`config.mk`:
```
export PLATFORM = sky130hd
export DESIGN_NAME = deoxys_core
export DESIGN_NICKNAME = d
export VERILOG_FILES = /design/src/deoxys_pkg.sv /design/src/deoxys_sbox.sv /design/src/deoxys_round.sv /design/src/tweakey_lane.sv /design/src/tweakey_schedule.sv /design/src/deoxys_core.sv
export SDC_FILE = /design/constraint.sdc
export NUM_CORES = 2
export LEC_CHECK = 0
export BUFFER_PORTS_ARGS = -buffer_cell sky130_fd_sc_hd__buf_2
export CELL_PAD_IN_SITES_DETAIL_PLACEMENT = 1
export CELL_PAD_IN_SITES_GLOBAL_PLACEMENT = 2
export CORE_MARGIN = 1
export CORE_UTILIZATION = 40
export DETAILED_ROUTE_END_ITERATION = 7
export PLACE_DENSITY = 0.95
export REMOVE_ABC_BUFFERS = 1
export SYNTH_ARGS = -nofsm -noshare
export SYNTH_HDL_FRONTEND = slang
export SYNTH_SLANG_ARGS = --single-unit
```
`constraint.sdc`:
```
create_clock -name clk -period 17.2 [get_ports clk]
set_input_delay 1.72 -clock clk [delete_from_list [all_inputs] [get_ports clk]]
set_output_delay 1.72 -clock clk [all_outputs]
set_load 0.01 [all_outputs]
```
`src/deoxys_pkg.sv`:
```
package deoxys_pkg;

   typedef logic [7:0]   byte_t;
   typedef logic [127:0] block_t;   // Row 0 in bits 127..96, column 0 is the top byte of a row

   typedef struct packed {
      block_t tk1;
      block_t tk2;
      block_t tk3;
   } tweakey_t;

   typedef struct packed {
      tweakey_t tweakey;
      block_t   plaintext;
   } cipher_in_t;

   parameter int NUM_ROUNDS = 16;

   typedef logic [$clog2(NUM_ROUNDS+1)-1:0] round_idx_t;

   // Entry i serves round tweakey i, last one is the final addition
   parameter byte_t RCON [0:16] = '{
      8'h2f, 8'h5e, 8'hbc, 8'h63, 8'hc6, 8'h97, 8'h35, 8'h6a,
      8'hd4, 8'hb3, 8'h7d, 8'hfa, 8'hef, 8'hc5, 8'h91, 8'h39,
      8'h72
   };

   typedef enum logic [1:0] {
      LANE_PERM,
      LANE_LFSR2,
      LANE_LFSR3
   } lane_kind_e;

endpackage

```
`src/deoxys_sbox.sv`:
```
`timescale 1ns/1ps
module deoxys_sbox (
   input  deoxys_pkg::byte_t a,
   output deoxys_pkg::byte_t q
);
   logic [0:7]  x, s;   // Bit 0 is the byte MSB
   logic [21:1] u;      // Top linear layer
   logic [67:0] w;
   logic [8:0]  g;      // Inversion outputs shared by both product rows
   logic [17:0] p;

   assign x = a;
   assign q = s;

   // Top linear layer
   assign u[14] = x[3] ^ x[5];
   assign u[13] = x[0] ^ x[6];
   assign u[9]  = x[0] ^ x[3];
   assign u[8]  = x[0] ^ x[5];
   assign w[0]  = x[1] ^ x[2];
   assign u[1]  = w[0] ^ x[7];
   assign u[4]  = u[1] ^ x[3];
   assign u[12] = u[13] ^ u[14];
   assign u[2]  = u[1] ^ x[0];
   assign u[5]  = u[1] ^ x[6];
   assign u[3]  = u[5] ^ u[8];
   assign w[1]  = x[4] ^ u[12];
   assign u[15] = w[1] ^ x[5];
   assign u[20] = w[1] ^ x[1];
   assign u[6]  = u[15] ^ x[7];
   assign u[10] = u[15] ^ w[0];
   assign u[11] = u[20] ^ u[9];
   assign u[7]  = x[7] ^ u[11];
   assign u[17] = u[10] ^ u[11];
   assign u[19] = u[10] ^ u[8];
   assign u[16] = w[0] ^ u[11];
   assign u[21] = u[13] ^ u[16];
   assign u[18] = x[0] ^ u[16];

   // Nonlinear middle, GF(2^4) inversion
   assign w[2]  = u[12] & u[15];
   assign w[3]  = u[3] & u[6];
   assign w[4]  = w[3] ^ w[2];
   assign w[5]  = u[4] & x[7];
   assign w[6]  = w[5] ^ w[2];
   assign w[7]  = u[13] & u[16];
   assign w[8]  = u[5] & u[1];
   assign w[9]  = w[8] ^ w[7];
   assign w[10] = u[2] & u[7];
   assign w[11] = w[10] ^ w[7];
   assign w[12] = u[9] & u[11];
   assign w[13] = u[14] & u[17];
   assign w[14] = w[13] ^ w[12];
   assign w[15] = u[8] & u[10];
   assign w[16] = w[15] ^ w[12];
   assign w[17] = w[4] ^ w[14];
   assign w[18] = w[6] ^ w[16];
   assign w[19] = w[9] ^ w[14];
   assign w[20] = w[11] ^ w[16];
   assign w[21] = w[17] ^ u[20];
   assign w[22] = w[18] ^ u[19];
   assign w[23] = w[19] ^ u[21];
   assign w[24] = w[20] ^ u[18];
   assign w[25] = w[21] ^ w[22];
   assign w[26] = w[21] & w[23];
   assign w[27] = w[24] ^ w[26];
   assign w[28] = w[25] & w[27];
   assign w[29] = w[28] ^ w[22];
   assign w[30] = w[23] ^ w[24];
   assign w[31] = w[22] ^ w[26];
   assign w[32] = w[31] & w[30];
   assign w[33] = w[32] ^ w[24];
   assign w[34] = w[23] ^ w[33];
   assign w[35] = w[27] ^ w[33];
   assign w[36] = w[24] & w[35];
   assign w[37] = w[36] ^ w[34];
   assign w[38] = w[27] ^ w[36];
   assign w[39] = w[29] & w[38];
   assign w[40] = w[25] ^ w[39];
   assign w[41] = w[40] ^ w[37];
   assign w[42] = w[29] ^ w[33];
   assign w[43] = w[29] ^ w[40];
   assign w[44] = w[33] ^ w[37];
   assign w[45] = w[42] ^ w[41];

   assign g = {w[41], w[45], w[42], w[29], w[40], w[43], w[33], w[37], w[44]};

   // Map back to GF(2^8), two rows of products
   assign p[8:0]  = g & {u[10], u[17], u[11], u[7], u[1], u[16], x[7], u[6], u[15]};
   assign p[17:9] = g & {u[8], u[14], u[9], u[2], u[5], u[13], u[4], u[3], u[12]};

   // Bottom linear layer, affine constant folded into the inversions
   assign w[46] = p[15] ^ p[16];
   assign w[47] = p[10] ^ p[11];
   assign w[48] = p[5] ^ p[13];
   assign w[49] = p[9] ^ p[10];
   assign w[50] = p[2] ^ p[12];
   assign w[51] = p[2] ^ p[5];
   assign w[52] = p[7] ^ p[8];
   assign w[53] = p[0] ^ p[3];
   assign w[54] = p[6] ^ p[7];
   assign w[55] = p[16] ^ p[17];
   assign w[56] = p[12] ^ w[48];
   assign w[57] = w[50] ^ w[53];
   assign w[58] = p[4] ^ w[46];
   assign w[59] = p[3] ^ w[54];
   assign w[60] = w[46] ^ w[57];
   assign w[61] = p[14] ^ w[57];
   assign w[62] = w[52] ^ w[58];
   assign w[63] = w[49] ^ w[58];
   assign w[64] = p[4] ^ w[59];
   assign w[65] = w[61] ^ w[62];
   assign w[66] = p[1] ^ w[63];
   assign w[67] = w[64] ^ w[65];

   assign s[0] = w[59] ^ w[63];
   assign s[3] = w[53] ^ w[66];
   assign s[4] = w[51] ^ w[66];
   assign s[5] = w[47] ^ w[65];
   assign s[6] = ~w[56] ^ w[62];
   assign s[7] = ~w[48] ^ w[60];
   assign s[1] = ~w[64] ^ s[3];
   assign s[2] = ~w[55] ^ w[67];

endmodule

```
`src/deoxys_round.sv`:
```
`timescale 1ns/1ps
module deoxys_round (
   input  deoxys_pkg::block_t state_in,
   input  deoxys_pkg::block_t round_tweakey,
   output deoxys_pkg::block_t state_out
);
   deoxys_pkg::block_t sub;
   deoxys_pkg::block_t shr;
   deoxys_pkg::block_t x2;
   deoxys_pkg::block_t x3;
   deoxys_pkg::block_t mix;

   for (genvar j = 0; j < 16; j++) begin : g_sub
      deoxys_sbox u_sbox (
         .a (state_in[8*j +: 8]),
         .q (sub[8*j +: 8])
      );
   end

   // Row r rotates left by r bytes
   assign shr[127:96] = sub[127:96];
   assign shr[95:64]  = {sub[87:64], sub[95:88]};
   assign shr[63:32]  = {sub[47:32], sub[63:48]};
   assign shr[31:0]   = {sub[7:0], sub[31:8]};

   for (genvar j = 0; j < 16; j++) begin : g_xtime
      assign x2[8*j +: 8] = {shr[8*j +: 7], 1'b0} ^ (shr[8*j+7] ? 8'h1b : 8'h00);
      assign x3[8*j +: 8] = x2[8*j +: 8] ^ shr[8*j +: 8];
   end

   // Whole rows at once, circulant (2 3 1 1)
   for (genvar r = 0; r < 4; r++) begin : g_mix
      assign mix[127-32*r -: 32] = x2[127-32*r -: 32]
                                 ^ x3[127-32*((r+1)%4) -: 32]
                                 ^ shr[127-32*((r+2)%4) -: 32]
                                 ^ shr[127-32*((r+3)%4) -: 32];
   end

   assign state_out = mix ^ round_tweakey;

endmodule

```
`src/tweakey_lane.sv`:
```
`timescale 1ns/1ps
module tweakey_lane #(
   parameter deoxys_pkg::lane_kind_e KIND = deoxys_pkg::LANE_PERM
) (
   input  deoxys_pkg::block_t lane_in,
   output deoxys_pkg::block_t lane_out
);
   // Source byte for each output byte, byte 15 first
   localparam int SRC [15:0] = '{2, 1, 0, 3, 15, 14, 13, 12, 8, 11, 10, 9, 5, 4, 7, 6};

   for (genvar k = 0; k < 16; k++) begin : g_byte
      deoxys_pkg::byte_t b;

      assign b = lane_in[8*SRC[k] +: 8];

      if (KIND == deoxys_pkg::LANE_LFSR2) begin : g_lfsr2
         assign lane_out[8*k +: 8] = {b[6:0], b[7] ^ b[5]};
      end else if (KIND == deoxys_pkg::LANE_LFSR3) begin : g_lfsr3
         assign lane_out[8*k +: 8] = {b[0] ^ b[6], b[7:1]};
      end else begin : g_perm
         assign lane_out[8*k +: 8] = b;   // TK1 only permutes
      end
   end

endmodule

```
`src/tweakey_schedule.sv`:
```
`timescale 1ns/1ps
module tweakey_schedule #(
   parameter int NUM_ROUNDS = deoxys_pkg::NUM_ROUNDS
) (
   input  logic                   clk,
   input  logic                   arst_n,
   input  logic                   load,
   input  logic                   advance,
   input  deoxys_pkg::tweakey_t   tweakey_init,
   input  deoxys_pkg::round_idx_t round_idx,
   output deoxys_pkg::block_t     round_tweakey
);
   deoxys_pkg::tweakey_t lanes;      // Lane words for round_idx
   deoxys_pkg::tweakey_t lane_src;
   deoxys_pkg::tweakey_t lane_next;
   deoxys_pkg::tweakey_t rt_src;
   deoxys_pkg::byte_t    rc;
   deoxys_pkg::block_t   rc_word;
   logic                 live;

   assign lane_src = load ? tweakey_init : lanes;

   tweakey_lane #(.KIND(deoxys_pkg::LANE_PERM)) u_tk1 (
      .lane_in  (lane_src.tk1),
      .lane_out (lane_next.tk1)
   );

   tweakey_lane #(.KIND(deoxys_pkg::LANE_LFSR2)) u_tk2 (
      .lane_in  (lane_src.tk2),
      .lane_out (lane_next.tk2)
   );

   tweakey_lane #(.KIND(deoxys_pkg::LANE_LFSR3)) u_tk3 (
      .lane_in  (lane_src.tk3),
      .lane_out (lane_next.tk3)
   );

   always_ff @(posedge clk) begin
      if (load || advance) lanes <= lane_next;
   end

   // Lanes valid from load until the last round
   always_ff @(posedge clk or negedge arst_n) begin
      if (!arst_n) begin
         live <= 1'b0;
      end else if (load) begin
         live <= 1'b1;
      end else if (advance && round_idx == deoxys_pkg::round_idx_t'(NUM_ROUNDS)) begin
         live <= 1'b0;
      end
   end

   assign rt_src  = live ? lanes : tweakey_init;   // Round 0 straight from the input
   assign rc      = deoxys_pkg::RCON[round_idx];
   assign rc_word = {8'h01, rc, 16'h0000, 8'h02, rc, 16'h0000,
                     8'h04, rc, 16'h0000, 8'h08, rc, 16'h0000};

   assign round_tweakey = rt_src.tk1 ^ rt_src.tk2 ^ rt_src.tk3 ^ rc_word;

endmodule

```
`src/deoxys_core.sv`:
```
`timescale 1ns/1ps
module deoxys_core #(
   parameter int NUM_ROUNDS = deoxys_pkg::NUM_ROUNDS
) (
   input  logic                   clk,
   input  logic                   arst_n,
   input  logic                   in_valid,
   output logic                   in_ready,
   input  deoxys_pkg::cipher_in_t in_data,
   output logic                   out_valid,
   input  logic                   out_ready,
   output deoxys_pkg::block_t     out_block
);
   typedef enum logic [1:0] {
      IDLE,
      RUN,
      DONE
   } fsm_e;

   fsm_e                   fsm;
   deoxys_pkg::round_idx_t round_idx;
   deoxys_pkg::block_t     state_q;
   deoxys_pkg::block_t     round_tweakey;
   deoxys_pkg::block_t     round_out;
   logic                   accept;
   logic                   last_round;

   assign in_ready   = (fsm == IDLE);
   assign out_valid  = (fsm == DONE);
   assign accept     = in_valid & in_ready;
   assign last_round = (fsm == RUN) && (round_idx == deoxys_pkg::round_idx_t'(NUM_ROUNDS));
   assign out_block  = state_q;

   tweakey_schedule #(.NUM_ROUNDS(NUM_ROUNDS)) u_schedule (
      .clk           (clk),
      .arst_n        (arst_n),
      .load          (accept),
      .advance       (fsm == RUN),
      .tweakey_init  (in_data.tweakey),
      .round_idx     (round_idx),
      .round_tweakey (round_tweakey)
   );

   deoxys_round u_round (
      .state_in      (state_q),
      .round_tweakey (round_tweakey),
      .state_out     (round_out)
   );

   always_ff @(posedge clk or negedge arst_n) begin
      if (!arst_n) begin
         fsm       <= IDLE;
         round_idx <= '0;
      end else begin
         case (fsm)
            IDLE: begin
               if (accept) begin
                  fsm       <= RUN;
                  round_idx <= deoxys_pkg::round_idx_t'(1);   // Round 0 folds into the load
               end
            end
            RUN: begin
               if (last_round) begin
                  fsm       <= DONE;
                  round_idx <= '0;
               end else begin
                  round_idx <= round_idx + 1'b1;
               end
            end
            DONE: begin
               if (out_ready) fsm <= IDLE;   // Held here under back-pressure
            end
            default: fsm <= IDLE;
         endcase
      end
   end

   always_ff @(posedge clk) begin
      if (accept) begin
         state_q <= in_data.plaintext ^ round_tweakey;
      end else if (fsm == RUN) begin
         state_q <= round_out;
      end
   end

endmodule

```
### Word level (Yosys, flattened, before mapping)

Memories as Yosys holds them, arrays and structs flattened.
Cells that the tools add are included.
Widths: inputs -> output; s select.

* bitwise logic cells: 1731
* eq/ne operators: 6
* add/subtract/negate cells: 1
* muxes and demuxes: 31
* $mul: 0
* shift-type cells: 0
* div/mod/pow operators: 0
* order comparisons: 1
* reduce and logical (&&, ||, !) cells: 8

Operator list (count)
* $xor 1x1->1: 1360
* $mux 384: 2
* $xor 128x128->128: 4
* $xor 32x32->32: 12
* $and 9x9->9: 32
* $mux 128: 2
* $xor 8x8->8: 32
* $and 1x1->1: 225
* $xor 128x121->128: 1
* $mux 5: 18
* $not 1->1: 64
* $mux 8: 2
* $pmux 5 s2: 1
* $ge 6x6->1 const B: 1
* $mux 2: 3
* $not 5->6: 1
* $pmux 2 s3: 1
* $reduce_bool 2->1: 3
* $add 5x1->5 const B: 1
* $eq 5x5->1 const B: 1
* $ne 2x1->1 const B: 2
* $reduce_and 3->1: 1
* $eq 2x1->1 const B: 1
* $eq 2x2->1 const B: 1
* other kinds (6): 7

* memories: 1
* bits in read-only memories: 256
* bits in latches: 0
* output and inout port bits: 130
* logic and storage cells: 1786
* input bits: 516
* bits in writable memories: 0
* register bits: 520

Memory list
* (no name shown): words 32, bits a word 8, read ports 1, clocked after Yosys merged registers in 0, write ports 0, line tweakey_schedule.sv:54 `assign rc = deoxys_pkg::RCON[round_idx];`

### Depth between registers and ports, before layout

* depth in word-level cells: 36
* depth in mapped cells: 27
* depth with buffers taken out: 23

### Hierarchy

Synthesis repeated with hierarchy kept, for this count alone.

* cells, all modules: 7334
* area total of the unflattened synthesis: 69943.3 um2

Modules (own cells, without submodules)
* deoxys_sbox: seq. area each 0.0 um2, area an instance 2047.0 um2, cells an instance 259, instances 16
* tweakey_schedule: seq. area each 11556.1 um2, area an instance 22535.4 um2, cells an instance 1652, instances 1
* deoxys_core: seq. area each 4018.9 um2, area an instance 6720.2 um2, cells an instance 581, instances 1
* deoxys_round: seq. area each 0.0 um2, area an instance 5013.6 um2, cells an instance 573, instances 1
* tweakey_lane at u_schedule.u_tk2 ...: seq. area each 0.0 um2, area an instance 980.9 um2, cells an instance 128, instances 2
* tweakey_lane at u_schedule.u_tk1: seq. area each 0.0 um2, area an instance 960.9 um2, cells an instance 128, instances 1

### Least setup slack after synthesis

No wires, ideal clock.

* path kind: input -> register
* start: input in_valid
* end: register round_idx[1]
* data required time: 16.609 ns
* path slack: 4.301 ns
* stages on the path: 4
* arrival time: 12.308 ns
* path buffers: 0
* library setup time: 0.591 ns
* cell sequence: nor2_1 -> or2_2 -> inv_1 -> o21ai_0

* cells in the longest elaborated chain, start to end: 3

Ends and longest elaborated chain
* from (decl): line deoxys_core.sv:7 `input logic in_valid,`
* $and 1x1->1: line deoxys_core.sv:30 `assign accept = in_valid & in_ready;`
* $ne 2x1->1 (no source line)
* $reduce_and 2->1 (no source line)
* to (signal assigned): line deoxys_core.sv:59 `round_idx <= deoxys_pkg::round_idx_t'(1);`
* to (signal assigned): line deoxys_core.sv:67 `round_idx <= round_idx + 1'b1;`
* to (decl): line deoxys_core.sv:21 `deoxys_pkg::round_idx_t round_idx;`

Every way passes these cells.
A chain may end at the register's enable or synchronous reset.

### Final worst setup path

* start: register state_q[23] (netlist: out_block[23])
* end: register state_q[42] (netlist: out_block[42]) (data pin)

* cells in the longest elaborated chain, start to end: 34
* elaborated cells between the ends (all ways): 85
* those cells by class: mux (2); bitwise (83)

Ends and longest elaborated chain
* from (decl): line deoxys_core.sv:22 `deoxys_pkg::block_t state_q;`
* from (signal assigned): line deoxys_core.sv:80 `state_q <= in_data.plaintext ^ round_tweakey;`
* from (signal assigned): line deoxys_core.sv:82 `state_q <= round_out;`
* $xor 1x1->1: line deoxys_sbox.sv:17 `assign u[13] = x[0] ^ x[6];`
* $xor 1x1->1: line deoxys_sbox.sv:23 `assign u[12] = u[13] ^ u[14];`
* $xor 1x1->1: line deoxys_sbox.sv:27 `assign w[1] = x[4] ^ u[12];`
* $xor 1x1->1 (on tied branches): line deoxys_sbox.sv:28, deoxys_sbox.sv:29
* $xor 1x1->1 (on tied branches): line deoxys_sbox.sv:31, deoxys_sbox.sv:32
* $xor 1x1->1 (on tied branches): line deoxys_sbox.sv:34, deoxys_sbox.sv:36
* $and 1x1->1 (on tied branches): line deoxys_sbox.sv:52, deoxys_sbox.sv:46
* $xor 1x1->1 (on tied branches): line deoxys_sbox.sv:53, deoxys_sbox.sv:48
* [... 18 more ...]
* $xor 8x8->8 / $xor 1x1->1 (equally long branches): line deoxys_round.sv:27, deoxys_sbox.sv:119
* $xor 8x8->8 (*): line deoxys_round.sv:28 `assign x3[8*j +: 8] = x2[8*j +: 8] ^ shr[8*j +: 8];`
* $xor 32x32->32 (*): line deoxys_round.sv:34 `^ x3[127-32*((r+1)%4) -: 32]`
* $xor 32x32->32 (*): line deoxys_round.sv:35 `^ shr[127-32*((r+2)%4) -: 32]`
* $xor 32x32->32 (*): line deoxys_round.sv:36 `^ shr[127-32*((r+3)%4) -: 32];`
* $xor 128x128->128 (*): line deoxys_round.sv:39 `assign state_out = mix ^ round_tweakey;`
* $mux 128 (*): line deoxys_core.sv:81 `end else if (fsm == RUN) begin`
* $mux 128 (*): line deoxys_core.sv:79 `if (accept) begin`

Every way passes the cells marked *; elsewhere a longest branch is shown, timed or not. The select of a mux whose other input is x is not followed.

==> metrics.cfg <==
[logic_synthesis]
synth_area_um2 = 65700
synth_edf_count = 512
synth-seq-cells = 520
seq_area_frac_synth_pct = 23.7
synthArstFlopShare_pct = 1.54
synth_ff_type = edfxtp_1
ys.warnings.count = 0
avgSynthCellArea_um2 = 8.49
ys_types = 134
synth_cells = 7747

[cells_and_area]
nFillCells = 19500
multi_input_area_um2 = 47900
synthToLayoutAreaGrowth_pct = 11.5
final_cell_mix = 1549 x nand2_1, 1278 x xnor2_1, 645 x buf_2
final_common_cell = nand2_1
finish.instance_area_um2 = 73300
drive_gt1_share_pct = 13.7
final_nets = 8711
regArea_um2 = 15600

[timing]
drv_slew = 0
whs_ps = 565
tightest_slew_ps = 1340
skew_ps = 59.1
rsz0062_at_grt = no
hold_violations = 0
finalCritPeriodShare_pct = 51.7
post-route-min-period_ps = 8890
timing.setup.tns_ps = 0
fmax_mhz = 112
setup_violations = 0
maxSlewHeadroom_pct = 10.4

[global_routing]
grt_max_degree = 176
grt_pass1_wl_um = 435000
track_usage_pct = 35.1
grt_pass1_vias = 62700
overflow = 0
antenna_found_initial = 50

[clock_tree]
htree_levels = 3
cts_hold_buffers = 0
cts_setup_buffers = 0
clock_latency_ps = 720
clockBufferDepth = 3
path_clk_slew_ps = 70
post_cts_resized = 0
cts_tree = built
numClockSinks = 520
numCtsBuffers = 71
cts_root_buf = clkbuf_16

[die]
die_area_um2 = 166000
rows = 148
initial_core_util_pct = 40.3
die_h_um = 407
die_w_um = 407
core_um2 = 163000
io_pins = 646

[worst_setup_path]
critPathArrivalTime_ps = 9320
path_class = reg2reg
crit_fanout = 21
crit_required_ps = 17630
start_kind = flop
cp-end-kind = flop

[placement]
port_buffers = 645
gp_congestion = 0.999
place_area_um2 = 70800
hpwlAfterDp_um = 240000

[hold_path]
hold_class = reg2reg

[routing]
viasPerCell = 6.07
wire_per_inst_um = 29.2
first_iter_violations = 6116
vias = 63000
drcViolationCount = 0
firstDrtPassIters = 6
routed_wl_um = 303000
ant_nets = 0

[job]
drv_cap = 0

[outcome]
status = finished clean

-- logic make-up (layout without fill, tap and decap cells) --
family	count (synthesis)	count (layout)	synth area share, %
AND/OR/NAND/NOR	2768	2768	18.4
XOR/XNOR	2093	2093	34.4
AO/OA/AOI/OAI	1552	1552	15.8
buffers and inverters	570	1002	3.55
flip-flops	520	520	23.7
multiplexers	164	164	2.62
adder cells (fa/ha/maj)	80	80	1.50
other	0	19	0
-- per-stage QoR --
step	util, %	instances	worst slack (ps)
6_report	45.0	10400	8310
5_1_grt	45.0	10400	7890
4_1_cts	45.0	10400	8450
3_5_place_dp	43.5	10200	8480
3_3_place_gp	43.5	10200	8500
2_1_floorplan	-	7283	4300
-- area by class of cell --
cell class / instances / share of cell area (%)
Tap cell: 2175 / 3.71
Clock inverter: 52 / 0.845
Inverter: 106 / 0.553
Sequential cell: 520 / 21.3
Timing Repair Buffer: 767 / 5.72
Multi-Input combinational cell: 6657 / 65.4
Clock buffer: 77 / 2.47
Antenna cell: 19 / 0.0649
-- Yosys cell counts, types with 21 or more instances --
library cell	count	area [µm²]
o2111ai_1	40	350
or3_1	36	225
buf_2	82	410
nand4_1	56	350
a221oi_1	28	245
mux2i_1	134	1340
or2_2	22	138
o22ai_1	61	382
inv_1	101	379
a32oi_1	21	184
nor4_1	48	300
nand3_1	166	831
xor3_1	66	1570
nor2b_1	27	169
edfxtp_1	512	15400
nand2_1	1550	5820
o21ai_0	301	1510
xnor2_1	1286	11300
nor3_1	155	776
nand2b_1	51	319
a211oi_1	68	510
o31ai_1	27	203
nor2_1	493	1850
xor2_1	477	4180
mux2_2	24	270
buf_1	31	116
a31oi_1	63	394
o221ai_1	34	298
a21o_1	27	203
and2_1	36	225
clkbuf_1	328	1230
and3_1	36	225
ha_1	72	901
xnor2_2	41	667
xnor3_1	180	4050
o211ai_1	67	503
a21oi_1	432	2160
o21ai_1	65	325
-- layer usage --
| metal | wire length [µm] | GRT usage (%) |
|---|---|---|
| met1 | 121000 | 44.4 |
| met3 | 26400 | 7.85 |
| met2 | 135000 | 55.1 |
| met4 | 19900 | 20.2 |
| met5 | 364 | 0 |
-- critical path, stage by stage, from the launching register on --
cell	delay, ps
edfxtp_1	850
xnor2_1	340
xnor2_1	460
xnor2_1	150
ha_1	830
xor3_1	510
inv_1	150
ha_1	330
xor2_1	250
xor2_1	720
a21oi_1	170
nor2_1	730
nand2_1	250
a31oi_1	200
o221ai_1	140
a221o_1	340
xnor2_1	300
xor3_1	420
xnor2_1	400
xnor2_1	160
xnor2_1	270
o21ai_1	120
xnor2_1	510
-- final timing paths --
kind,slack [ps],cells past startpoint,from,end
setup / recovery,8310,22,out_block[23],out_block[42]
hold / removal,570,2,u_schedule.lanes[21],u_schedule.lanes[124]
setup reg to reg,8310,22,out_block[23],out_block[42]
hold reg to reg,570,2,u_schedule.lanes[21],u_schedule.lanes[124]
max in group asynchronous,16130,1,arst_n,u_schedule.live
min in group asynchronous,850,1,arst_n,fsm[1]
-- registers in the layout (all words and copies together) (netlist names) --
register          flops
out_block           128
u_schedule.lanes    384
round_idx             5
u_schedule.live       1
fsm                   2
Power is left out: the tool's default activity adds up to more than one toggle a clock period on the data nets, which glitch-free logic cannot reach.
